==> src/hw/vlat_pkg.sv <==
// ****************************************
// Variable-latency interconnect package
// Shared counts, widths, vector types and
// the bank request and response structs
// ****************************************

package vlat_pkg;

  // Topology
  localparam int unsigned NUM_INI         = 4;  // Initiators
  localparam int unsigned NUM_BANKS       = 4;  // Word-interleaved banks

  // Data path
  localparam int unsigned DATA_W          = 32;
  localparam int unsigned BE_W            = DATA_W / 8;

  // Address layout, LSB first: byte offset, bank select, word address
  localparam int unsigned ADDR_W          = 12;
  localparam int unsigned BYTE_OFF_W      = 2;
  localparam int unsigned BANK_W          = 2;  // log2 of NUM_BANKS
  localparam int unsigned MEM_ADDR_W      = 6;  // 64 words per bank
  localparam int unsigned INI_W           = 2;  // log2 of NUM_INI

  // Response queue sizing
  localparam int unsigned NUM_OUTSTANDING = 2;  // Per bank
  localparam int unsigned CNT_W           = 2;  // Holds 0 to NUM_OUTSTANDING
  localparam int unsigned MAX_LAT         = 3;  // Longest bank latency in cycles

  typedef logic [DATA_W-1:0]     data_t;
  typedef logic [BE_W-1:0]       be_t;
  typedef logic [ADDR_W-1:0]     addr_t;
  typedef logic [BANK_W-1:0]     bank_idx_t;
  typedef logic [MEM_ADDR_W-1:0] mem_addr_t;
  typedef logic [INI_W-1:0]      ini_idx_t;

  // Request as seen by one bank, 45 bits
  typedef struct packed {
    ini_idx_t  ini;    // Who asked, travels back with the response
    logic      wen;    // 1 = write
    be_t       be;
    mem_addr_t addr;   // Word inside the bank
    data_t     wdata;
  } bank_req_t;

  // Response from one bank, 34 bits
  typedef struct packed {
    ini_idx_t ini;     // Destination initiator
    data_t    rdata;   // Old word on reads, merged word on writes
  } bank_resp_t;

  // Bank access FSM
  typedef enum logic {
    BANK_IDLE,
    BANK_BUSY
  } bank_state_e;

endpackage

==> src/hw/vlat_bank.sv <==
// ****************************************
// Memory bank
// 64 words, byte-enable writes, response
// after a pseudo-random 1 to 3 cycles
// ****************************************

`timescale 1ns/1ps

module vlat_bank import vlat_pkg::*; (
  input  logic       clk_i,
  input  logic       rst_ni,
  input  logic       req_vld_i,
  input  bank_req_t  req_i,
  output logic       rdy_o,       // High while idle
  output logic       resp_vld_o,  // One-cycle pulse at end of latency
  output bank_resp_t resp_o
);

  data_t       mem_q [2**MEM_ADDR_W];
  bank_state_e state_q;
  logic [7:0]  lfsr_q;     // Latency source
  logic [1:0]  lat_cnt_q;  // Remaining busy cycles
  logic        accept;
  data_t       old_word;
  data_t       new_word;
  bank_resp_t  resp_q;

  assign rdy_o    = (state_q == BANK_IDLE);
  assign accept   = req_vld_i && rdy_o;
  assign old_word = mem_q[req_i.addr];

  // Byte merge of write data into the stored word
  always_comb begin
    new_word = old_word;
    for (int b = 0; b < BE_W; b++) begin
      if (req_i.be[b]) new_word[8*b +: 8] = req_i.wdata[8*b +: 8];
    end
  end

  // Access happens at acceptance, result parked in resp_q
  always_ff @(posedge clk_i) begin
    if (accept) begin
      if (req_i.wen) mem_q[req_i.addr] <= new_word;
      resp_q.ini   <= req_i.ini;
      resp_q.rdata <= req_i.wen ? new_word : old_word;  // Old word on reads
    end
  end

  always_ff @(posedge clk_i or negedge rst_ni) begin
    if (!rst_ni) begin
      state_q   <= BANK_IDLE;
      lat_cnt_q <= '0;
      lfsr_q    <= 8'hA5;  // Any nonzero seed
    end else begin
      case (state_q)
        BANK_IDLE: begin
          if (accept) begin
            state_q   <= BANK_BUSY;
            lat_cnt_q <= 2'(lfsr_q % MAX_LAT) + 2'd1;  // 1 to MAX_LAT
            // Taps 8,6,5,4
            lfsr_q    <= {lfsr_q[6:0], lfsr_q[7] ^ lfsr_q[5] ^ lfsr_q[4] ^ lfsr_q[3]};
          end
        end
        BANK_BUSY: begin
          lat_cnt_q <= lat_cnt_q - 2'd1;
          if (lat_cnt_q == 2'd1) state_q <= BANK_IDLE;  // Last busy cycle
        end
        default: state_q <= BANK_IDLE;
      endcase
    end
  end

  assign resp_vld_o = (state_q == BANK_BUSY) && (lat_cnt_q == 2'd1);
  assign resp_o     = resp_q;

endmodule

==> config.mk <==
export PLATFORM = sky130hd
export DESIGN_NAME = vlat_bank
export DESIGN_NICKNAME = d
export VERILOG_FILES = /design/src/hw/vlat_pkg.sv /design/src/hw/vlat_bank.sv
export SDC_FILE = /design/constraint.sdc
export NUM_CORES = 2
export LEC_CHECK = 0
export ABC_AREA = 1
export BUFFER_PORTS_ARGS = -buffer_cell sky130_fd_sc_hd__buf_2
export CAP_MARGIN = 20
export CORE_AREA = 2 2 432 434
export DETAILED_ROUTE_END_ITERATION = 8
export DIE_AREA = 0 0 434 436
export HOLD_SLACK_MARGIN = 0.15
export SETUP_SLACK_MARGIN = 0.1
export SYNTH_ARGS = -nofsm -noshare
export SYNTH_HDL_FRONTEND = slang
export SYNTH_SLANG_ARGS = --single-unit
==> constraint.sdc <==
create_clock -name clk_i -period 8.8 [get_ports clk_i]
set_input_delay 1.76 -clock clk_i [delete_from_list [all_inputs] [get_ports clk_i]]
set_output_delay 1.76 -clock clk_i [all_outputs]
set_load 0.01 [all_outputs]
After elaboration in Yosys (flattened, before gate mapping)

Memories as Yosys holds them, arrays and structs flattened.
Index checks and enable logic that the tools add are counted.

Register bits after elaboration: 45
Memory bits (writable): 2048
Bits of input ports: 48
Output and inout port bits: 36
Logic and storage cells: 31
Memories kept: 1

Memory list:

| memory | words | bits a word | rd ports | clocked after Yosys merged registers in | write ports | line            | text |
|---|---|---|---|---|---|---|---|
| mem_q  | 64    | 32          | 1        | 0                                       | 1           | vlat_bank.sv:19 | `data_t mem_q [2**MEM_ADDR_W];` |

$add $sub $neg: 2
Divide/modulo/power cells: 1
Equality and inequality tests: 2
Multiplexer cells: 13
Bitwise logic cells: 4
Reductions and logical operators: 3

Operator list:

| operator                                               | count |
|---|---|
| remainder unit 8 x 2 -> 32 bit (second input constant) | 1 |
| 2-to-1 mux 32 bit                                      | 1 |
| 2-to-1 mux 8 bit                                       | 4 |
| 2-to-1 mux 1 bit                                       | 5 |
| case mux 2 bit (2 select lines)                        | 1 |
| bitwise XOR 1 bit                                      | 3 |
| adder 2 x 1 -> 2 bit (second input constant)           | 1 |
| equality test 2 x 1 -> 1 bit (second input constant)   | 1 |
| logical AND 1 bit                                      | 2 |
| 2-to-1 mux 2 bit                                       | 1 |
| != test 2 x 1 -> 1 bit (second input constant)         | 1 |
| case mux 1 bit (2 select lines)                        | 1 |
| AND reduction 2 bit                                    | 1 |
| subtractor 2 x 1 -> 2 bit (second input constant)      | 1 |
| NOT 1 bit                                              | 1 |

Longest topological paths before layout

Depth after elaboration: 4
Gate-level depth with buffers: 35

Least setup slack after synthesis

Ideal clock, no wire load.

Path kind: input to register
Start point: input req_i[32] in the netlist's numbering
End point: memory mem_q[0][5] in the netlist's numbering, data pin
Library setup time: 0.596 ns
Data arrival time: 5.317 ns
Data required time: 8.204 ns
Slack: 2.887 ns
Cell stages on the path: 8
Buffers on the path: 3
Path through: nor3_1 > clkbuf_1 > clkbuf_1 > clkbuf_1 > a221oi_1 > nand4_1 > a211oi_1 > a31oi_1

Longest elaborated chain between the ends: 2

Ends and longest elaborated chain:

| element                   | line            | text |
|---|---|---|
| start: declaration        | vlat_bank.sv:13 | `input bank_req_t req_i,` |
| memory read (64 x 32 bit) | -               |  |
| 2-to-1 mux 8 bit          | vlat_bank.sv:36 | `if (req_i.be[b]) new_word[8*b +: 8] = req_i.wdata[8*b +: 8];` |
| via new_word[5]           | vlat_bank.sv:25 | `data_t new_word;` |
| end: declaration          | vlat_bank.sv:19 |  |

The timed path passes the listed nets, and every way through them passes these cells.

Worst setup path after layout

Start point: input req_i[34] in the netlist's numbering
End point: memory mem_q[63][29] in the netlist's numbering, data pin

Same word-level chain as after synthesis.

==> flow_summary.toml <==
[grt]
grt_max_degree = 108
grt_pass1_vias = 44136
grt.overflow.total = 0
grt_util_all_layers = 0.247
antenna_found_initial = 3
grt_pass1_wl_um = 333000

[power]
total_power_mw = 21.9
irDropWorstVdd_uv = 327
power_density_nw_per_um2 = 246
p_leak_nw = 28.3

[clock_tree]
cts-resized-gates = 0
holdBufCountCts = 0
clk_pin_slew_ps = 60
ctsLongestPathBuffers = 3
cts_setup_buffers = 0
clock_sinks = 2093
cts_root_buf = "clkbuf_16"
cts_tree = "yes"
clock_latency_ps = 830
ctsHtreeMaxLevel = 4
numCtsBuffers = 200

[critical_path]
crit_fanout = 88
path_depth = 13
cp_cell_sequence = "buf_2 -> inv_1 -> nor3_2 -> buf_12 -> buf_4 -> a22oi_1 -> nand4_1 -> nand2_1 -> nand4_1 -> a2111o_1 -> nand2_1 -> nand2_2 -> buf_4"
crit-reg2reg-launch = "state_q$_DFF_PN0_"
reg2reg_to = "mem_q[30][15]$_DFFE_PP_"
critical_path_arrival_ps = 5810
critPathSlowestCell = "nand2_2"
critPathRequiredTime_ps = 9440
path_buf_inv = 5
crit_path_end_kind = "flip-flop"
slowest_delay_ps = 770
reg2reg_setup_slack_ps = 4580
critPathKind = "input port to flip-flop"
critPathLaunchType = "input port"
r2r_cells = 6
crit_family = "buffers and inverters"

[placement]
gp_congestion = 0.806
placed_area_um2 = 82000
io_buffers = 83
dp_hpwl_um = 126000

[drt]
wl_um = 237000
drc = 0
first_iter_violations = 6465
vias_per_cell = 6.14
drt_first_pass_iters = 6
drtAntennaViolNets = 0
via_count = 45962
wl_per_cell_um = 31.6

[min_path]
hold_start = "lat_cnt_q[1]$_DFFE_PN0P_"
holdPathEnd = "lat_cnt_q[1]$_DFFE_PN0P_"
hp-class = "flip-flop to flip-flop"
whs_path_depth = 2

[finish]
final_cell_mix = "2,082 x edfxtp_1, 784 x nand2_1, 292 x a221oi_1"
fin_nets = 4883
areaGrowthSynthToFinish_pct = 15.1
drive_above_1_share = 0.142
antennaDiodeCount = 0
final_common_cell = "edfxtp_1"
fin_area_um2 = 88900
nFillCells = 15382

[floorplan]
num_rows = 158
die_area_um2 = 189000
die_w_um = 434
die_y_um = 436
io_pins = 84
floorplan.initialDensity = 0.418
core_region_area_um2 = 185000

[sta]
hold_viol_final = 0
period_needed_ps = 5160
slew_headroom = 0.128
max_freq_mhz = 194
clock_skew_ps = 25.5
drv_slew = 0
fin_crit_sh = 0.587
setup_violations = 0
rsz0062_at_grt = "no"
tns_ps = 0
tightestPinTransition_ps = 1310

[run_status]
status = "completed"

[yosys]
seq_area_frac_synth = 0.813
synth_top_cell_area_share = 0.809
synth_fp_nets = 4689
ys_warn_count = 0
ys_ff_latch = 2093
syn_inst = 4637
synth_area_leader_cell = "edfxtp_1"
synth_ff_type = "edfxtp_1"
syn_area_per_cell_um2 = 16.7
synth_edf_count = 2082
async_reset_ff_frac = 0.00526
synth_cell_types = 44
synth_top_cells_by_area = "edfxtp_1 81%, nand2_1 3.9%, a221oi_1 3.4%, a22oi_1 2.8%, a22o_1 2.6%"
synth_area_um2 = 77300

[run]
maxCapViolations = 0
[cell type report]
cell class                 instances  area, µm²  area share
clock buffer                     238       5280      0.0593
clock inverter                   136       1290      0.0145
inverter                          85        334     0.00376
multi-input combinational       2197      13900       0.157
sequential                      2093      62800       0.706
tap                             2480       3100      0.0349
timing repair buffer             254       2170      0.0244
[registers in the layout, indices dropped and copies added (netlist names)]
register,count
mem_q,2048
lfsr_q,8
lat_cnt_q,2
state_q,1
resp_o,34
[through the flow]
stage | util | hold slack [ps] | setup WS [ps] | std cells
floorplan | - | 485 | 2890 | 4637
global placement | 0.444 | 505 | 2650 | 7091
detailed placement | 0.444 | 508 | 2780 | 7094
CTS | 0.480 | 525 | 3650 | 7468
global route | 0.481 | 587 | 3530 | 7483
finish | 0.481 | 519 | 3640 | 7483
[worst min-delay path: stages, from the launching register on]
cell     delay [ps]
dfrtp_1         340
a22oi_1          70
nand3_1          80
[how the worst max path moves through the flow]
stage / end / from / slack, ps
after floorplan: mem_q[0][5]$_DFFE_PP_ / req_i[32] / 2890
after global placement: mem_q[18][21]$_DFFE_PP_ / req_i[32] / 2650
after detailed placement: mem_q[22][8]$_DFFE_PP_ / req_i[32] / 2780
after CTS: mem_q[22][8]$_DFFE_PP_ / req_i[32] / 3650
after global routing: mem_q[14][29]$_DFFE_PP_ / req_i[34] / 3530
final: mem_q[63][29]$_DFFE_PP_ / req_i[34] / 3640
[logic make-up (layout without fill, tap and decap cells)]
| family | after synthesis | after routing | synth area share |
|---|---|---|---|
| xor+xnor | 5 | 5 | 0.000664 |
| buf+inv | 347 | 713 | 0.0177 |
| fa+ha+maj | 4 | 4 | 0.000648 |
| simple gates | 1240 | 1240 | 0.0706 |
| compound gates | 948 | 948 | 0.0976 |
| flops | 2093 | 2093 | 0.813 |
[where the power goes]
group          internal (mW)  total (mW)  switching (mW)
Sequential              11.2        11.3          0.0516
Combinational          0.553        1.94            1.38
Clock                   4.95        8.67            3.72
[Yosys cell counts, types with 2 or more instances]
master    instances
clkbuf_1        156
a211oi_1          8
ha_1              4
a31oi_1          52
buf_2            31
a221oi_1        296
nand3_2          14
dfstp_2           4
xnor2_1           3
a22o_1          226
nand2_4           2
clkinv_1          6
inv_2             4
nand3_1          47
nand4_1         216
a21oi_1          29
inv_1            73
nor2_1          120
o21ai_0          40
a22oi_1         291
o41ai_1           2
dfrtp_1           7
nor2_2            3
nor3_1           17
nand3b_1          2
nand2_2          11
buf_1            73
edfxtp_1       2082
nand2_1         803
[routing by layer]
layer,wire length [µm],vias to the layer above,global-route usage
met1,94100,23768,0.347
met2,110000,2771,0.384
met4,9070,2,0.0920
met3,23800,432,0.0445
met5,13,-,0
li1,-,18989,-
Power figures use the tool's default switching activity.
