<file path="config.mk">
export PLATFORM = sky130hd
export DESIGN_NAME = vlat_resp_xbar
export DESIGN_NICKNAME = d
export VERILOG_FILES = /design/src/hw/vlat_pkg.sv /design/src/hw/vlat_resp_xbar.sv
export SDC_FILE = /design/constraint.sdc
export NUM_CORES = 1
export LEC_CHECK = 0
export BUFFER_PORTS_ARGS = -buffer_cell sky130_fd_sc_hd__buf_2
export CORE_UTILIZATION = 30
export CTS_BUF_LIST = sky130_fd_sc_hd__clkbuf_2
export DETAILED_ROUTE_END_ITERATION = 10
export PLACE_DENSITY_LB_ADDON = 0.05
export SETUP_SLACK_MARGIN = 0.05
export SLEW_MARGIN = 25
export SYNTH_ARGS = -nofsm -noshare
export SYNTH_HDL_FRONTEND = slang
export SYNTH_SLANG_ARGS = --single-unit
export TNS_END_PERCENT = 10
</file>
<file path="constraint.sdc">
create_clock -name clk_i -period 6.4 [get_ports clk_i]
set_input_delay 1.28 -clock clk_i [delete_from_list [all_inputs] [get_ports clk_i]]
set_output_delay 1.28 -clock clk_i [all_outputs]
set_load 0.02 [all_outputs]
</file>
<file path="src/hw/vlat_pkg.sv">
// ****************************************
// Variable-latency interconnect package
// Shared counts, widths, vector types and
// the bank request and response structs
// ****************************************

package vlat_pkg;

  // Topology
  localparam int unsigned NUM_INI         = 4;  // Initiators
  localparam int unsigned NUM_BANKS       = 4;  // Word-interleaved banks

  // Data path
  localparam int unsigned DATA_W          = 32;
  localparam int unsigned BE_W            = DATA_W / 8;

  // Address layout, LSB first: byte offset, bank select, word address
  localparam int unsigned ADDR_W          = 12;
  localparam int unsigned BYTE_OFF_W      = 2;
  localparam int unsigned BANK_W          = 2;  // log2 of NUM_BANKS
  localparam int unsigned MEM_ADDR_W      = 6;  // 64 words per bank
  localparam int unsigned INI_W           = 2;  // log2 of NUM_INI

  // Response queue sizing
  localparam int unsigned NUM_OUTSTANDING = 2;  // Per bank
  localparam int unsigned CNT_W           = 2;  // Holds 0 to NUM_OUTSTANDING
  localparam int unsigned MAX_LAT         = 3;  // Longest bank latency in cycles

  typedef logic [DATA_W-1:0]     data_t;
  typedef logic [BE_W-1:0]       be_t;
  typedef logic [ADDR_W-1:0]     addr_t;
  typedef logic [BANK_W-1:0]     bank_idx_t;
  typedef logic [MEM_ADDR_W-1:0] mem_addr_t;
  typedef logic [INI_W-1:0]      ini_idx_t;

  // Request as seen by one bank, 45 bits
  typedef struct packed {
    ini_idx_t  ini;    // Who asked, travels back with the response
    logic      wen;    // 1 = write
    be_t       be;
    mem_addr_t addr;   // Word inside the bank
    data_t     wdata;
  } bank_req_t;

  // Response from one bank, 34 bits
  typedef struct packed {
    ini_idx_t ini;     // Destination initiator
    data_t    rdata;   // Old word on reads, merged word on writes
  } bank_resp_t;

  // Bank access FSM
  typedef enum logic {
    BANK_IDLE,
    BANK_BUSY
  } bank_state_e;

endpackage

</file>
<file path="src/hw/vlat_resp_xbar.sv">
// ****************************************
// Response crossbar
// Routes queue heads to initiators with a
// round-robin pick and rdy back-pressure
// ****************************************

`timescale 1ns/1ps

module vlat_resp_xbar import vlat_pkg::*; (
  input  logic                          clk_i,
  input  logic                          rst_ni,
  // Queue side
  input  logic       [NUM_BANKS-1:0]    head_vld_i,
  input  bank_resp_t [NUM_BANKS-1:0]    head_i,
  output logic       [NUM_BANKS-1:0]    pop_o,
  // Initiator side
  output logic       [NUM_INI-1:0]      vld_o,
  output data_t      [NUM_INI-1:0]      rdata_o,
  input  logic       [NUM_INI-1:0]      rdy_i
);

  logic      [NUM_INI-1:0][NUM_BANKS-1:0] match;  // Heads bound for each initiator
  bank_idx_t [NUM_INI-1:0]  sel;         // Bank chosen per initiator
  bank_idx_t [NUM_INI-1:0]  rr_q;        // Round-robin pointer over banks
  logic      [NUM_INI-1:0]  lock_q;      // Offered response waiting on rdy
  bank_idx_t [NUM_INI-1:0]  lock_sel_q;

  always_comb begin
    for (int i = 0; i < NUM_INI; i++) begin
      for (int b = 0; b < NUM_BANKS; b++) begin
        match[i][b] = head_vld_i[b] && (head_i[b].ini == ini_idx_t'(i));
      end
    end
  end

  // Pick a bank per initiator, keep the offered one while stalled
  always_comb begin
    bank_idx_t idx;
    sel   = rr_q;
    vld_o = '0;
    for (int i = 0; i < NUM_INI; i++) begin
      for (int k = 0; k < NUM_BANKS; k++) begin
        idx = rr_q[i] + bank_idx_t'(k);
        if (!vld_o[i] && match[i][idx]) begin
          vld_o[i] = 1'b1;
          sel[i]   = idx;
        end
      end
      if (lock_q[i]) sel[i] = lock_sel_q[i];  // Head stays put until popped
    end
  end

  always_comb begin
    for (int i = 0; i < NUM_INI; i++) begin
      rdata_o[i] = head_i[sel[i]].rdata;
    end
  end

  // Each head has one destination, so at most one initiator pops a bank
  always_comb begin
    pop_o = '0;
    for (int i = 0; i < NUM_INI; i++) begin
      if (vld_o[i] && rdy_i[i]) pop_o[sel[i]] = 1'b1;
    end
  end

  always_ff @(posedge clk_i or negedge rst_ni) begin
    if (!rst_ni) begin
      rr_q       <= '0;
      lock_q     <= '0;
      lock_sel_q <= '0;
    end else begin
      for (int i = 0; i < NUM_INI; i++) begin
        lock_q[i] <= vld_o[i] && !rdy_i[i];
        if (vld_o[i]) lock_sel_q[i] <= sel[i];
        if (vld_o[i] && rdy_i[i]) rr_q[i] <= sel[i] + 1'b1;  // Handshake done
      end
    end
  end

endmodule

</file>
# Yosys cells after proc, flatten, opt, wreduce, memory -nomap -nowiden
# Cells that the tools add are included.
# word_totals
ff_bits,20
out_inout_bits,136
word_cells,208
# op_classes
bitwise,3
eq_ne,12
magnitude_cmp,24
n_addsub,16
reduce_logical,60
n_mux,84
# op_table
operator,count
binary-select mux 34 bit (select 2 bit),4
2-to-1 mux 32 bit,4
"< comparator 2 x 3 -> 1 bit, second input constant",20
logical AND 1 bit,40
2-to-1 mux 1 bit,36
binary-select mux 1 bit (select 2 bit),16
2-to-1 mux 2 bit,16
"adder 2 x 1 -> 2 bit, second input constant",8
"adder 2 bit, second input constant",8
"== test 2 bit, second input constant",8
logical NOT 1 bit,16
2-to-1 mux 4 bit,4
OR 4 bit,3
demux 1 bit (select 2 bit),4
"== test 2 x 1 -> 1 bit, second input constant",4
">= comparator 2 x 1 -> 1 bit, second input constant",4
logical NOT 2 bit,4

# Longest topological paths before layout
# logic_depth
ltp_word,26
mapped_depth,12
depth_no_buf,9

# Least setup slack after synthesis
# OpenSTA, ideal clock, no wires.
# synth_path
path_type,in2out
start,input port head_vld_i[3]
end,output port pop_o[3]
cell_stages,10
t_arrival_ns,3.569
required_time_ns,5.120
setup_slack_ns,1.551
path_cell_list,and3b_1 buf_2 o311ai_1 a41oi_1 nor2_1 buf_2 inv_2 ha_1 a221o_1 a311o_1
# synth_lines
element,line,text
"start, declared",vlat_resp_xbar.sv:13,"input logic [NUM_BANKS-1:0] head_vld_i,"
"end, declared",vlat_resp_xbar.sv:15,"output logic [NUM_BANKS-1:0] pop_o,"

==> impl_metrics.csv <==
group,metric,value,unit
pwr,power_density,441.3,nW/µm²
global_route,antenna_found_initial,0,
detailed_routing,post_drt_via_cell_ratio,5.730,
hold_path,min_path_cells,2,
synth,synth_warnings,0,
setup_path,crit_fanout,26,
hold_path,min_path_type,"register to register",
sta,max_slew_margin,0.4026,
setup_path,slowest_stage,"a21oi_4",
clocking,clock_latency,360,ps
outcome,status,"complete, no violations",
clocking,post_cts_buffers,0,
clocking,cts_root_buffer,"clkbuf_2",
sta,tightest_slew,893.9,ps
global_route,grt_pass1_wl,40.05,mm
floorplan,fp.coreArea,19650,µm²
run,cap_violations,0,
synth,ys_seq_elements,20,
setup_path,crit_required,5120,ps
synth,netlist_area,6078,µm²
placed_design,globalplace.congestion,0.8557,
sta,min_period,5322,ps
layout,areaGrowthSynthToFinish,27.11,%
global_route,grt_pass1_vias,7058,
clocking,cts_tree,"done",
setup_path,path_class,"input pin to output pin",
setup_path,reg2regPathDepth,7,
floorplan,die_area,20830,µm²
sta,slew_viol_final,0,
clocking,clk_pin_slew,210,ps
sta,post-route-period-util,0.8316,
layout,nNetsFinal,1207,
sta,fin_tns_setup,0,ps
layout,diodes,0,
layout,drive_above_1_share,0.3175,
sta,max_freq,187.9,MHz
sta,setup_viol,0,
detailed_routing,drc,0,
placed_design,portBuffers,281,
floorplan,fp.dieH,144.3,µm
layout,finalInstanceArea,7726,µm²
synth,synth_nets,977,
pwr,design_power_total,3.410,mW
synth,synth_area_leaders,"mux2i_1, nand2_1, dfrtp_1, a21oi_1, a221oi_1",
setup_path,slowest_delay,660,ps
floorplan,initial_core_util,0.3093,
global_route,grt_max_degree,68,
synth,synth-async-reset-ratio,1.000,
setup_path,r2r_end,"rr_q[4]",
synth,synth_area_leader_cell,"mux2i_1",
synth,synth_edf_count,0,
clocking,clockBufferDepth,2,
setup_path,ff2ff_setup_slack,3830,ps
clocking,cts_sinks,20,
clocking,ctsHoldBuffers,0,
synth,postSynthAreaPerCell,7.386,µm²
detailed_routing,drtIter0Drc,316,
sta,clock_skew,28.13,ps
clocking,cts_buffers,3,
pwr,ir_drop,0.0001789,V
detailed_routing,wl,26.73,mm
sta,rsz0062_at_grt,"no",
setup_path,path_buf_inv,3,
floorplan,pin_count,282,
sta,hold_viol,0,
layout,utilization,0.3931,
setup_path,crit_top_cell,"buf_2",
sta,fin_hold_ws,561.8,ps
synth,syn_inst,823,
floorplan,die_w,144.3,µm
detailed_routing,first_pass_iters,5,
detailed_routing,vias,7546,
setup_path,start_kind,"input pin",
synth,synth_top_flop_cell,"dfrtp_1",
detailed_routing,wl_per_cell,20.30,µm
clocking,post_cts_resized,0,
setup_path,worst_ep_arrival_time,4040,ps
setup_path,timing.rr.start,"rr_q[5]",
pwr,cellLeakagePower,3.778,nW
floorplan,rows,51,
hold_path,hold_end,"lock_sel_q[5]",
synth,synth_top_area_share,0.3689,
placed_design,dp_hpwl,19.33,mm
global_route,track_usage,0.2472,
setup_path,crit_chain,"buf_2 -> and3b_1 -> o311ai_1 -> a31oi_1 -> a21oi_4 -> buf_4 -> a21oi_1 -> a32oi_1 -> buf_2",
global_route,overflow,0,
setup_path,cp-end-kind,"output pin",
placed_design,placed_cell_area,7681,µm²
clocking,htreeDepth,1,
hold_path,worstHoldStart,"lock_sel_q[5]",
detailed_routing,ant_nets,0,
synth,synth_seq_area_share,0.08234,
setup_path,cp_top_family,"compound AO/OA/AOI/OAI gates",
synth,synth_cell_types,65,
-- cells in the mapped netlist, types with 3 or more instances --
| cell type | instances |
|---|---|
| a31oi_1 | 34 |
| a22oi_1 | 3 |
| o211ai_1 | 5 |
| nor3_1 | 3 |
| and2_1 | 4 |
| buf_6 | 9 |
| nand3b_1 | 7 |
| inv_1 | 6 |
| o21ai_0 | 8 |
| o21ai_1 | 3 |
| buf_2 | 20 |
| a221oi_1 | 33 |
| nor2b_1 | 4 |
| a32oi_1 | 32 |
| dfrtp_1 | 20 |
| a21o_1 | 3 |
| nor3b_1 | 3 |
| ha_1 | 8 |
| nand2_1 | 184 |
| and3b_1 | 7 |
| buf_4 | 4 |
| mux2_2 | 5 |
| nand3_1 | 9 |
| nor2_1 | 13 |
| nor4bb_1 | 4 |
| o22ai_1 | 3 |
| clkbuf_1 | 34 |
| buf_1 | 8 |
| mux2i_1 | 224 |
| a21oi_1 | 77 |
-- where the power goes --
group,switching [mW],internal [mW],total (mW)
Clock,0.0471,0.0538,0.101
Combinational,1.97,1.10,3.07
Sequential,0.0687,0.170,0.238
Total,2.08,1.32,3.41
-- worst max-delay path by stage --
| stage | start | endpoint | slack (ps) | depth (start not counted) |
|---|---|---|---|---|
| finish | head_vld_i[3] | rdata_o[58] | 1080 | 9 |
| global route | head_vld_i[2] | rdata_o[54] | 850 | 9 |
| CTS | head_i[100] | pop_o[0] | 1080 | 10 |
| detailed placement | head_i[100] | pop_o[0] | 1080 | 10 |
| global placement | head_i[32] | pop_o[0] | 1110 | 10 |
| floorplan | head_vld_i[3] | pop_o[3] | 1550 | 10 |
-- through the flow --
stage / setup slack (ps) / cells
global placement: 1115 / 1313
detailed placement: 1083 / 1313
global route: 854.0 / 1317
floorplan: 1551 / 823
finish: 1078 / 1317
CTS: 1077 / 1317
-- worst register-to-register path, delay by kind of cell (launching register included) --
| kind | cells | cell delay [ps] |
|---|---|---|
| AND/OR/NAND/NOR | 2 | 430 |
| AO/OA/AOI/OAI | 4 | 960 |
| buffers and inverters | 1 | 470 |
| flip-flops | 1 | 580 |
-- logic make-up (layout without fill, tap and decap cells) --
kind of cell | Yosys count | in the layout | synth area share
AO/OA/AOI/OAI | 220 | 220 | 0.2501
buffers and inverters | 84 | 313 | 0.06958
flip-flops | 20 | 20 | 0.08234
AND/OR/NAND/NOR | 257 | 257 | 0.1939
XOR/XNOR | 4 | 4 | 0.005765
multiplexers | 230 | 230 | 0.3818
adder cells (fa/ha/maj) | 8 | 8 | 0.01647
-- routing by layer --
layer | GRT usage | routed length [µm] | vias up
met1 | 0.3162 | 11810 | 3645
met4 | 0.05706 | 468 | 0
met5 | 0 | 0 | -
met3 | 0.04404 | 1709 | 29
li1 | - | - | 3591
met2 | 0.4271 | 12750 | 281
-- registers in the layout, summed over array words and instances, names as in the netlist --
register	cells
rr_q	8
lock_sel_q	8
lock_q	4
-- layout make-up --
| cell class | count | area, µm² |
|---|---|---|
| clock buffer | 3 | 15.01 |
| clock inverter | 1 | 30.03 |
| fill | 2180 | 11930 |
| inverter | 9 | 33.78 |
| multi-input combinational | 719 | 5240 |
| sequential | 20 | 501.7 |
| tap | 265 | 331.6 |
| timing repair buffer | 300 | 1574 |
-- layout by cell type (no fill, tap or decap), drive strengths merged, types with 3 or more instances in the layout --
| cell | n |
|---|---|
| a21o | 3 |
| a21oi | 78 |
| a221oi | 33 |
| a22oi | 3 |
| a311oi | 3 |
| a31oi | 34 |
| a32oi | 32 |
| and2 | 4 |
| and3b | 7 |
| buf | 300 |
| clkbuf | 3 |
| dfrtp | 20 |
| ha | 8 |
| inv | 8 |
| mux2 | 5 |
| mux2i | 225 |
| nand2 | 184 |
| nand3 | 10 |
| nand3b | 7 |
| nor2 | 14 |
| nor2b | 4 |
| nor3 | 3 |
| nor3b | 3 |
| nor4bb | 4 |
| o211ai | 5 |
| o21ai | 11 |
| o221ai | 3 |
| o22ai | 3 |
| or2 | 3 |
| or3b | 4 |
No activity file was read; power rests on OpenSTA's default activity.
