--- src/hw/vlat_pkg.sv ---
// ****************************************
// Variable-latency interconnect package
// Shared counts, widths, vector types and
// the bank request and response structs
// ****************************************

package vlat_pkg;

  // Topology
  localparam int unsigned NUM_INI         = 4;  // Initiators
  localparam int unsigned NUM_BANKS       = 4;  // Word-interleaved banks

  // Data path
  localparam int unsigned DATA_W          = 32;
  localparam int unsigned BE_W            = DATA_W / 8;

  // Address layout, LSB first: byte offset, bank select, word address
  localparam int unsigned ADDR_W          = 12;
  localparam int unsigned BYTE_OFF_W      = 2;
  localparam int unsigned BANK_W          = 2;  // log2 of NUM_BANKS
  localparam int unsigned MEM_ADDR_W      = 6;  // 64 words per bank
  localparam int unsigned INI_W           = 2;  // log2 of NUM_INI

  // Response queue sizing
  localparam int unsigned NUM_OUTSTANDING = 2;  // Per bank
  localparam int unsigned CNT_W           = 2;  // Holds 0 to NUM_OUTSTANDING
  localparam int unsigned MAX_LAT         = 3;  // Longest bank latency in cycles

  typedef logic [DATA_W-1:0]     data_t;
  typedef logic [BE_W-1:0]       be_t;
  typedef logic [ADDR_W-1:0]     addr_t;
  typedef logic [BANK_W-1:0]     bank_idx_t;
  typedef logic [MEM_ADDR_W-1:0] mem_addr_t;
  typedef logic [INI_W-1:0]      ini_idx_t;

  // Request as seen by one bank, 45 bits
  typedef struct packed {
    ini_idx_t  ini;    // Who asked, travels back with the response
    logic      wen;    // 1 = write
    be_t       be;
    mem_addr_t addr;   // Word inside the bank
    data_t     wdata;
  } bank_req_t;

  // Response from one bank, 34 bits
  typedef struct packed {
    ini_idx_t ini;     // Destination initiator
    data_t    rdata;   // Old word on reads, merged word on writes
  } bank_resp_t;

  // Bank access FSM
  typedef enum logic {
    BANK_IDLE,
    BANK_BUSY
  } bank_state_e;

endpackage

--- src/hw/vlat_resp_queue.sv ---
// ****************************************
// Bank response queue
// Two-entry FIFO plus a credit counter
// that reserves a slot at grant time
// ****************************************

`timescale 1ns/1ps

module vlat_resp_queue import vlat_pkg::*; (
  input  logic       clk_i,
  input  logic       rst_ni,
  input  logic       grant_i,      // Request accepted by the bank
  input  logic       push_i,       // Bank response valid
  input  bank_resp_t data_i,
  input  logic       pop_i,        // Head taken by the response crossbar
  output logic       credit_ok_o,  // Room for one more transaction
  output logic       not_empty_o,
  output bank_resp_t data_o        // Head entry
);

  bank_resp_t       fifo_q [NUM_OUTSTANDING];  // Payload only
  logic [CNT_W-1:0] wr_ptr_q;  // MSB is the wrap bit
  logic [CNT_W-1:0] rd_ptr_q;
  logic [CNT_W-1:0] credit_q;  // Granted but not yet popped
  logic [CNT_W-1:0] credit_d;

  always_ff @(posedge clk_i) begin
    if (push_i) fifo_q[wr_ptr_q[CNT_W-2:0]] <= data_i;
  end

  always_ff @(posedge clk_i or negedge rst_ni) begin
    if (!rst_ni) begin
      wr_ptr_q <= '0;
      rd_ptr_q <= '0;
    end else begin
      if (push_i) wr_ptr_q <= wr_ptr_q + 1'b1;  // Never full, credit guarantees it
      if (pop_i)  rd_ptr_q <= rd_ptr_q + 1'b1;
    end
  end

  assign not_empty_o = (wr_ptr_q != rd_ptr_q);
  assign data_o      = fifo_q[rd_ptr_q[CNT_W-2:0]];

  // Outstanding count, up on grant, down on pop
  always_comb begin
    credit_d = credit_q;
    case ({grant_i, pop_i})
      2'b10:   credit_d = credit_q + 1'b1;
      2'b01:   credit_d = credit_q - 1'b1;
      default: credit_d = credit_q;  // Both or neither
    endcase
  end

  always_ff @(posedge clk_i or negedge rst_ni) begin
    if (!rst_ni) begin
      credit_q <= '0;
    end else begin
      credit_q <= credit_d;
    end
  end

  // Block new grants once every slot is spoken for
  assign credit_ok_o = (credit_q != CNT_W'(NUM_OUTSTANDING));

endmodule

--- config.mk ---
export PLATFORM = sky130hd
export DESIGN_NAME = vlat_resp_queue
export DESIGN_NICKNAME = d
export VERILOG_FILES = /design/src/hw/vlat_pkg.sv /design/src/hw/vlat_resp_queue.sv
export SDC_FILE = /design/constraint.sdc
export NUM_CORES = 1
export LEC_CHECK = 0
export BUFFER_PORTS_ARGS = -buffer_cell sky130_fd_sc_hd__buf_2
export CAP_MARGIN = 30
export CORE_MARGIN = 8
export CORE_UTILIZATION = 30
export CTS_CLUSTER_SIZE = 30
export DETAILED_ROUTE_END_ITERATION = 10
export HOLD_SLACK_MARGIN = 0.08
export MAX_ROUTING_LAYER = met4
export PLACE_DENSITY = 0.53
export SYNTH_ARGS = -nofsm -noshare
export SYNTH_HDL_FRONTEND = slang
export SYNTH_SLANG_ARGS = --single-unit
--- constraint.sdc ---
create_clock -name clk_i -period 2.6 [get_ports clk_i]
set_input_delay 0.39 -clock clk_i [delete_from_list [all_inputs] [get_ports clk_i]]
set_output_delay 0.39 -clock clk_i [all_outputs]
set_load 0.005 [all_outputs]
[Word-level counts from Yosys, hierarchy flattened]
Memory sizes are Yosys's and may differ from the RTL's.
Index checks and enable logic that the tools add are counted.
Operators by class
  add/subtract/negate cells: 4
  $mul: 0
  divide/modulo/power cells: 0
  magnitude comparators: 0
  equality and inequality tests: 4
  shift-type cells: 0
  mux-type cells: 3
  bitwise logic cells: 0
  reductions and logical operators: 1
Operator list (count)
  $add A2 B1 Y2 const B: 3
  $pmux W2 S2: 1
  $eq A2 B1 Y1 const B: 1
  $eq A2 B2 Y1 const B: 1
  $mux W1: 2
  $ne A2 B2 Y1: 1
  $ne A2 B2 Y1 const B: 1
  $reduce_bool A2 Y1: 1
  $sub A2 B1 Y2 const B: 1
Storage, ports and cells
  bits in registers: 6
  latch bits: 0
  memory bits (writable): 68
  memory bits (read-only): 0
  input bits: 39
  output and inout port bits: 36
  word-level logic and storage cells: 16
  memories kept: 1
Memories
  fifo_q: depth 2, bits a word 34, read ports 1, clocked after memory_dff 0, write ports 1, RTL line vlat_resp_queue.sv:21  | bank_resp_t fifo_q [NUM_OUTSTANDING];

[Logic depth before layout (Yosys ltp)]
Gate-level depths: netlist of run 1.
  word-level depth: 2
  depth in mapped cells: 5
  gate-level depth less buffers: 5

[Least setup slack after synthesis of run 1]
Ideal clock, no wire load.
  path kind: register -> register
  start: reg wr_ptr_q[0]
  end: mem fifo_q[0][0] (netlist name) (enable)
  setup time: 0.429 ns
  arrival: 1.953 ns
  required time: 2.171 ns
  setup slack: 0.218 ns
  stages on the path, launching flop included: 2
  path buffers: 0
  period minus slack after synthesis: 2.382 ns
  path through: dfrtp_1 > nor2b_1
RTL lines
  start: declaration: RTL line vlat_resp_queue.sv:22  | logic [CNT_W-1:0] wr_ptr_q;
  start signal: assignment: RTL line vlat_resp_queue.sv:36  | if (push_i) wr_ptr_q <= wr_ptr_q + 1'b1;
  end: declaration: RTL line vlat_resp_queue.sv:21
No word-level cell before the write port.

==> flow_summary.json, run 1 <==
{
  "die-area_um2": 13000,
  "timing.reg2reg.setup_slack_ns": 1.15,
  "clock.fmax_ghz": 0.511,
  "core_um2": 9280,
  "wl_mm": 5.13,
  "cp-end-kind": "primary output",
  "period_minus_slack_ns": 1.96,
  "avgRoutedWirePerCell_um": 14.7,
  "drive_gt1_share_pct": 58.3,
  "path_class": "reg2out",
  "antenna_found_initial": 1,
  "slew_violations": 0,
  "drt-pass1-iter-count": 3,
  "clockBufferDepth": 2,
  "antenna_left": 0,
  "ios": 75,
  "synth_fp_nets": 169,
  "start_kind": "register",
  "grt_pass1_vias": 1543,
  "place_hpwl_mm": 3.53,
  "drc": 0,
  "skew_ns": 0.00596,
  "crit_arrival_ns": 1.57,
  "ys_seq_area_share_pct": 76.3,
  "cts_tree": "done",
  "crit_slowest_cell": "dfrtp_2",
  "drtIter0Drc": 55,
  "r2r_start": "wr_ptr_q[0]",
  "p_per_area_nw_per_um2": 1040,
  "worstMarginPinSlew_ns": 0.496,
  "ys_seq_elements": 74,
  "gp_congestion": 0.664,
  "cts_max_level": 3,
  "synth_cells": 129,
  "clk_pin_slew_ns": 0.07,
  "portBuffers": 74,
  "place_area_um2": 3380,
  "die_h_um": 114,
  "fin_tns_setup_ns": 0,
  "initial_core_util_pct": 30.9,
  "path_max_fanout": 33,
  "final.period_utilization_pct": 75.2,
  "vias": 1379,
  "crit_path_cell_trace": "buf_12, mux2_2, buf_2",
  "rsz0062_at_grt": "no",
  "grt_usage_pct": 8.55,
  "cts_made_buffers": 9,
  "setup_viol": 0,
  "finalHoldViolCount": 0,
  "viasPerCell": 3.96,
  "crit_end": "data_o[31]",
  "min_path_type": "in2reg",
  "cts_root_buffer": "clkbuf_8",
  "cp.required_ns": 2.21,
  "cap_violations": 0,
  "post-cts-setup-buffers": 0,
  "clock_latency_ns": 0.33,
  "crit_start": "rd_ptr_q[0]",
  "r2r_end": "fifo_q[1][33]",
  "peakVddDrop_mv": 0.510,
  "max_slew_margin_pct": 67.0,
  "power_leakage_nw": 1.43,
  "grt_max_degree": 36,
  "clock-sinks": 74,
  "ys_types": 15,
  "syn_avg_cell_area_um2": 22.3,
  "gr-total-overflow": 0,
  "num_rows": 35,
  "final_nets": 254,
  "status": "complete, no violations",
  "syn2layout_area_growth_pct": 25.3,
  "die_w_um": 114,
  "grt_pass1_wl_mm": 8.00,
  "design_area_um2": 3600,
  "reg2reg_depth": 2,
  "cpPeakStageDelay_ns": 0.44,
  "yosysWarnings": 0,
  "netlist_area_um2": 2870
}
## synthesized netlist by cell type
cell / n / area share, %
inv_1: 1 / 0.13
dfrtp_1: 6 / 5.2
nor2_1: 1 / 0.13
and2_1: 1 / 0.22
xnor2_1: 5 / 1.5
mux2_2: 7 / 2.7
edfxtp_1: 68 / 71
nand2b_1: 1 / 0.22
nand2_1: 2 / 0.26
buf_12: 3 / 2.1
buf_6: 1 / 0.39
xor2_1: 4 / 1.2
mux2_4: 27 / 14
ha_1: 1 / 0.44
nor2b_1: 1 / 0.22
## worst min path at each step
stage	start	to	slack, ns	depth (start not counted)
floorplan	rst_ni	credit_q[0]	0.09	0
global placement	rst_ni	wr_ptr_q[0]	0.22	1
detailed placement	rst_ni	credit_q[1]	0.22	1
CTS	data_i[7]	fifo_q[1][7]	0.22	1
global route	data_i[7]	fifo_q[1][7]	0.21	1
finish	data_i[29]	fifo_q[1][29]	0.24	1
## through the flow
stage	hold WS (ns)	power (mW)	util, %	setup WS, ns	std cells
finish	0.242	3.75	38.8	0.644	348
global route	0.211	3.96	38.8	0.573	348
CTS	0.218	3.83	38.7	0.617	347
detailed placement	0.224	2.90	36.4	0.998	331
global placement	0.223	2.88	36.4	1.02	331
floorplan	0.0944	2.54	-	0.218	129
## layout make-up
| class | count | area [um^2] |
|---|---|---|
| fillers | 893 | 5690 |
| flip-flops and latches | 74 | 2190 |
| multi-input cells | 50 | 614 |
| repair buffers | 78 | 415 |
| well taps | 129 | 161 |
| clock buffers | 10 | 128 |
| clock inverters | 5 | 80.1 |
| inverters | 1 | 3.75 |
| diodes | 1 | 2.50 |
## cell families (layout without fill, tap and decap cells)
family / count (synthesis) / after routing / synth area share (%)
flip-flops: 74 / 74 / 76.3
multiplexers: 34 / 34 / 16.9
XOR/XNOR: 9 / 9 / 2.74
AND/OR/NAND/NOR: 6 / 6 / 1.05
buffers and inverters: 5 / 94 / 2.61
adder cells (fa/ha/maj): 1 / 1 / 0.435
other: 0 / 1 / 0
## power breakdown
part / switching (mW) / total [mW] / internal (mW)
Sequential: 0.102 / 1.70 / 1.59
Combinational: 0.491 / 1.13 / 0.635
Clock: 0.390 / 0.924 / 0.534
Total: 0.983 / 3.75 / 2.76
## per-layer routing
metal	share of wire, %	track usage (%)	up-vias
li1	-	-	662
met1	42	8.85	660
met2	48	13.4	50
met3	8.1	3.96	7
met4	1.2	4.53	0
met5	0	-	-
## timing repair
action | 4_1_cts | 5_1_grt
gates resized for setup | 0 | 0
setup endpoints to repair | 0 | 0
endpoints found under the hold margin | 6 | 0
hold buffers | 1 | 0
## cell usage in the layout (no fill, tap or decap)
master,count
inv_1,1
clkinv_1,1
clkbuf_8,9
bufinv_16,2
mux2_4,27
nand2_1,2
nand2b_1,1
clkinv_4,1
buf_2,74
xnor2_1,5
dfrtp_1,5
mux2_2,7
buf_4,2
nor2b_4,1
ha_1,1
clkinvlp_4,1
dfrtp_2,1
diode_2,1
and2_2,1
nor2_1,1
edfxtp_1,68
clkbuf_1,1
dlygate4sd3_1,1
buf_12,1
xor2_1,4
## critical path, delay by kind of cell, from the launching register on
kind | cells | cell delay, ns
flops | 1 | 0.44
mux | 1 | 0.37
buf+inv | 2 | 0.38
## state kept, by name (all words and copies together), names as in the netlist
name,count
fifo_q,68
rd_ptr_q,2
credit_q,2
wr_ptr_q,2
Power figures use the tool's default switching activity.
==> run 2: changes to the inputs <==
Clock period 2.6 ns to 1.8 ns, I/O delays scaled along.
==> flow_summary.json, run 2 (synthesis results as in run 1) <==
{
  "status": "complete, no violations",
  "syn2layout_area_growth_pct": 26.7,
  "fill_cells": 895,
  "fin_tns_setup_ns": 0,
  "portBuffers": 74,
  "path_class": "reg2out",
  "largest_reg_flops": 68,
  "p_per_area_nw_per_um2": 1520,
  "antenna_left": 0,
  "final_nets": 257,
  "vias": 1405,
  "initial_core_util_pct": 30.9,
  "grt_pass1_vias": 1563,
  "drc": 0,
  "gr-total-overflow": 0,
  "cp-end-kind": "primary output",
  "critical-path-top-delay-family": "flip-flops",
  "cts_max_level": 3,
  "die_h_um": 114,
  "power_leakage_nw": 1.45,
  "path_max_fanout": 27,
  "final.period_utilization_pct": 95.7,
  "crit_path_cell_trace": "buf_12, mux2_2, buf_2",
  "cts_root_buffer": "clkbuf_8",
  "cts_made_buffers": 9,
  "grt_usage_pct": 8.89,
  "drtIter0Drc": 72,
  "wl_mm": 5.24,
  "post-cts-setup-buffers": 0,
  "worstMarginPinSlew_ns": 0.341,
  "final_cell_mix": "buf_2, edfxtp_1, mux2_4, clkbuf_8, mux2_2",
  "clock-sinks": 74,
  "ios": 75,
  "skew_ns": 0.00479,
  "grt_max_degree": 28,
  "worst-path-buf-inv": 2,
  "die-area_um2": 13000,
  "cp.required_ns": 1.53,
  "clk_pin_slew_ns": 0.08,
  "viasPerCell": 4.00,
  "cpPeakStageDelay_ns": 0.38,
  "peakVddDrop_mv": 0.498,
  "preCtsSetupSlack_ns": 0.432,
  "num_rows": 35,
  "setup_viol": 0,
  "start_kind": "register",
  "finalHoldViolCount": 0,
  "rsz0062_at_grt": "no",
  "avgRoutedWirePerCell_um": 14.9,
  "setup_slack_ns": 0.0775,
  "drive_gt1_share_pct": 59.0,
  "cts_tree": "done",
  "drt-pass1-iter-count": 3,
  "clock_latency_ns": 0.34,
  "max_slew_margin_pct": 77.3,
  "clockBufferDepth": 2,
  "crit_arrival_ns": 1.45,
  "period_minus_slack_ns": 1.72,
  "min_path_type": "in2reg",
  "insertedDiodeCount": 0,
  "core_um2": 9280,
  "slew_violations": 0,
  "postCtsResizedCells": 0,
  "die_w_um": 114,
  "gp_congestion": 0.642,
  "crit_slowest_cell": "dfrtp_2",
  "clock.fmax_ghz": 0.581,
  "grt_pass1_wl_mm": 8.20,
  "fin_util_pct": 39.2,
  "antenna_found_initial": 0,
  "final_common_cell": "buf_2",
  "cap_violations": 0
}
[run 2: changes by cell type in the layout (fill, tap and decap cells not counted)]
cell and delta:
inv_6 +1, buf_12 +1, clkinv_1 +1, diode_2 -1, clkbuf_1 -1, buf_4 +2
[run 2: what timing repair did]
item	CTS	global route
hold buffers	1	0
setup endpoints to repair	0	0
endpoints found under the hold margin	6	0
[run 2: layout make-up]
type	instances	area (um^2)	area share, %
flip-flops and latches	74	2190	60.3
multi-input cells	50	614	16.9
repair buffers	81	450	12.4
well taps	129	161	4.43
clock buffers	9	124	3.40
clock inverters	7	92.6	2.54
inverters	1	3.75	0.103
[run 2: layer usage]
layer	up-vias	part of all wire, %	global-route usage (%)
li1	667	-	-
met1	676	40	8.94
met2	48	50	14.6
met3	14	6.6	2.43
met4	0	3.1	6.65
met5	-	0	-
[run 2: through the flow]
step | instance area [um^2] | power [mW] | cells | hold WS (ns)
final | 3640 | 5.52 | 351 | 0.110
after global routing | 3640 | 5.86 | 351 | 0.0866
after CTS | 3640 | 5.65 | 351 | 0.0846
after detailed placement | 3410 | 4.23 | 334 | 0.104
after global placement | 3410 | 4.22 | 334 | 0.106
after floorplan | 2880 | 3.66 | 129 | -0.0256
[run 2: path summary, 6_finish.rpt]
path                            slack, ns   startpoint  depth (start not counted)             to
max in group asynchronous            1.37       rst_ni                          2    rd_ptr_q[0]
worst max register to register       0.55  wr_ptr_q[0]                          2   fifo_q[0][4]
worst max-delay path                 0.08  rd_ptr_q[0]                          3     data_o[23]
min in group asynchronous            0.27       rst_ni                          2    wr_ptr_q[0]
worst min-delay path                 0.11   data_i[10]                          1  fifo_q[0][10]
worst min register to register       0.48  credit_q[1]                          1    credit_q[1]
[run 2: power breakdown]
group / leakage (nW) / internal [mW] / switching (mW)
clock: 0.105 / 0.778 / 0.611
combinational: 0.642 / 0.964 / 0.734
sequential: 0.707 / 2.30 / 0.132
total: 1.45 / 4.04 / 1.48
[run 2: worst reg2reg max path, cell delays in order, from the launching register on]
cell and delay, ns:
dfrtp_1 0.45, nor2b_4 0.14, buf_4 0.32
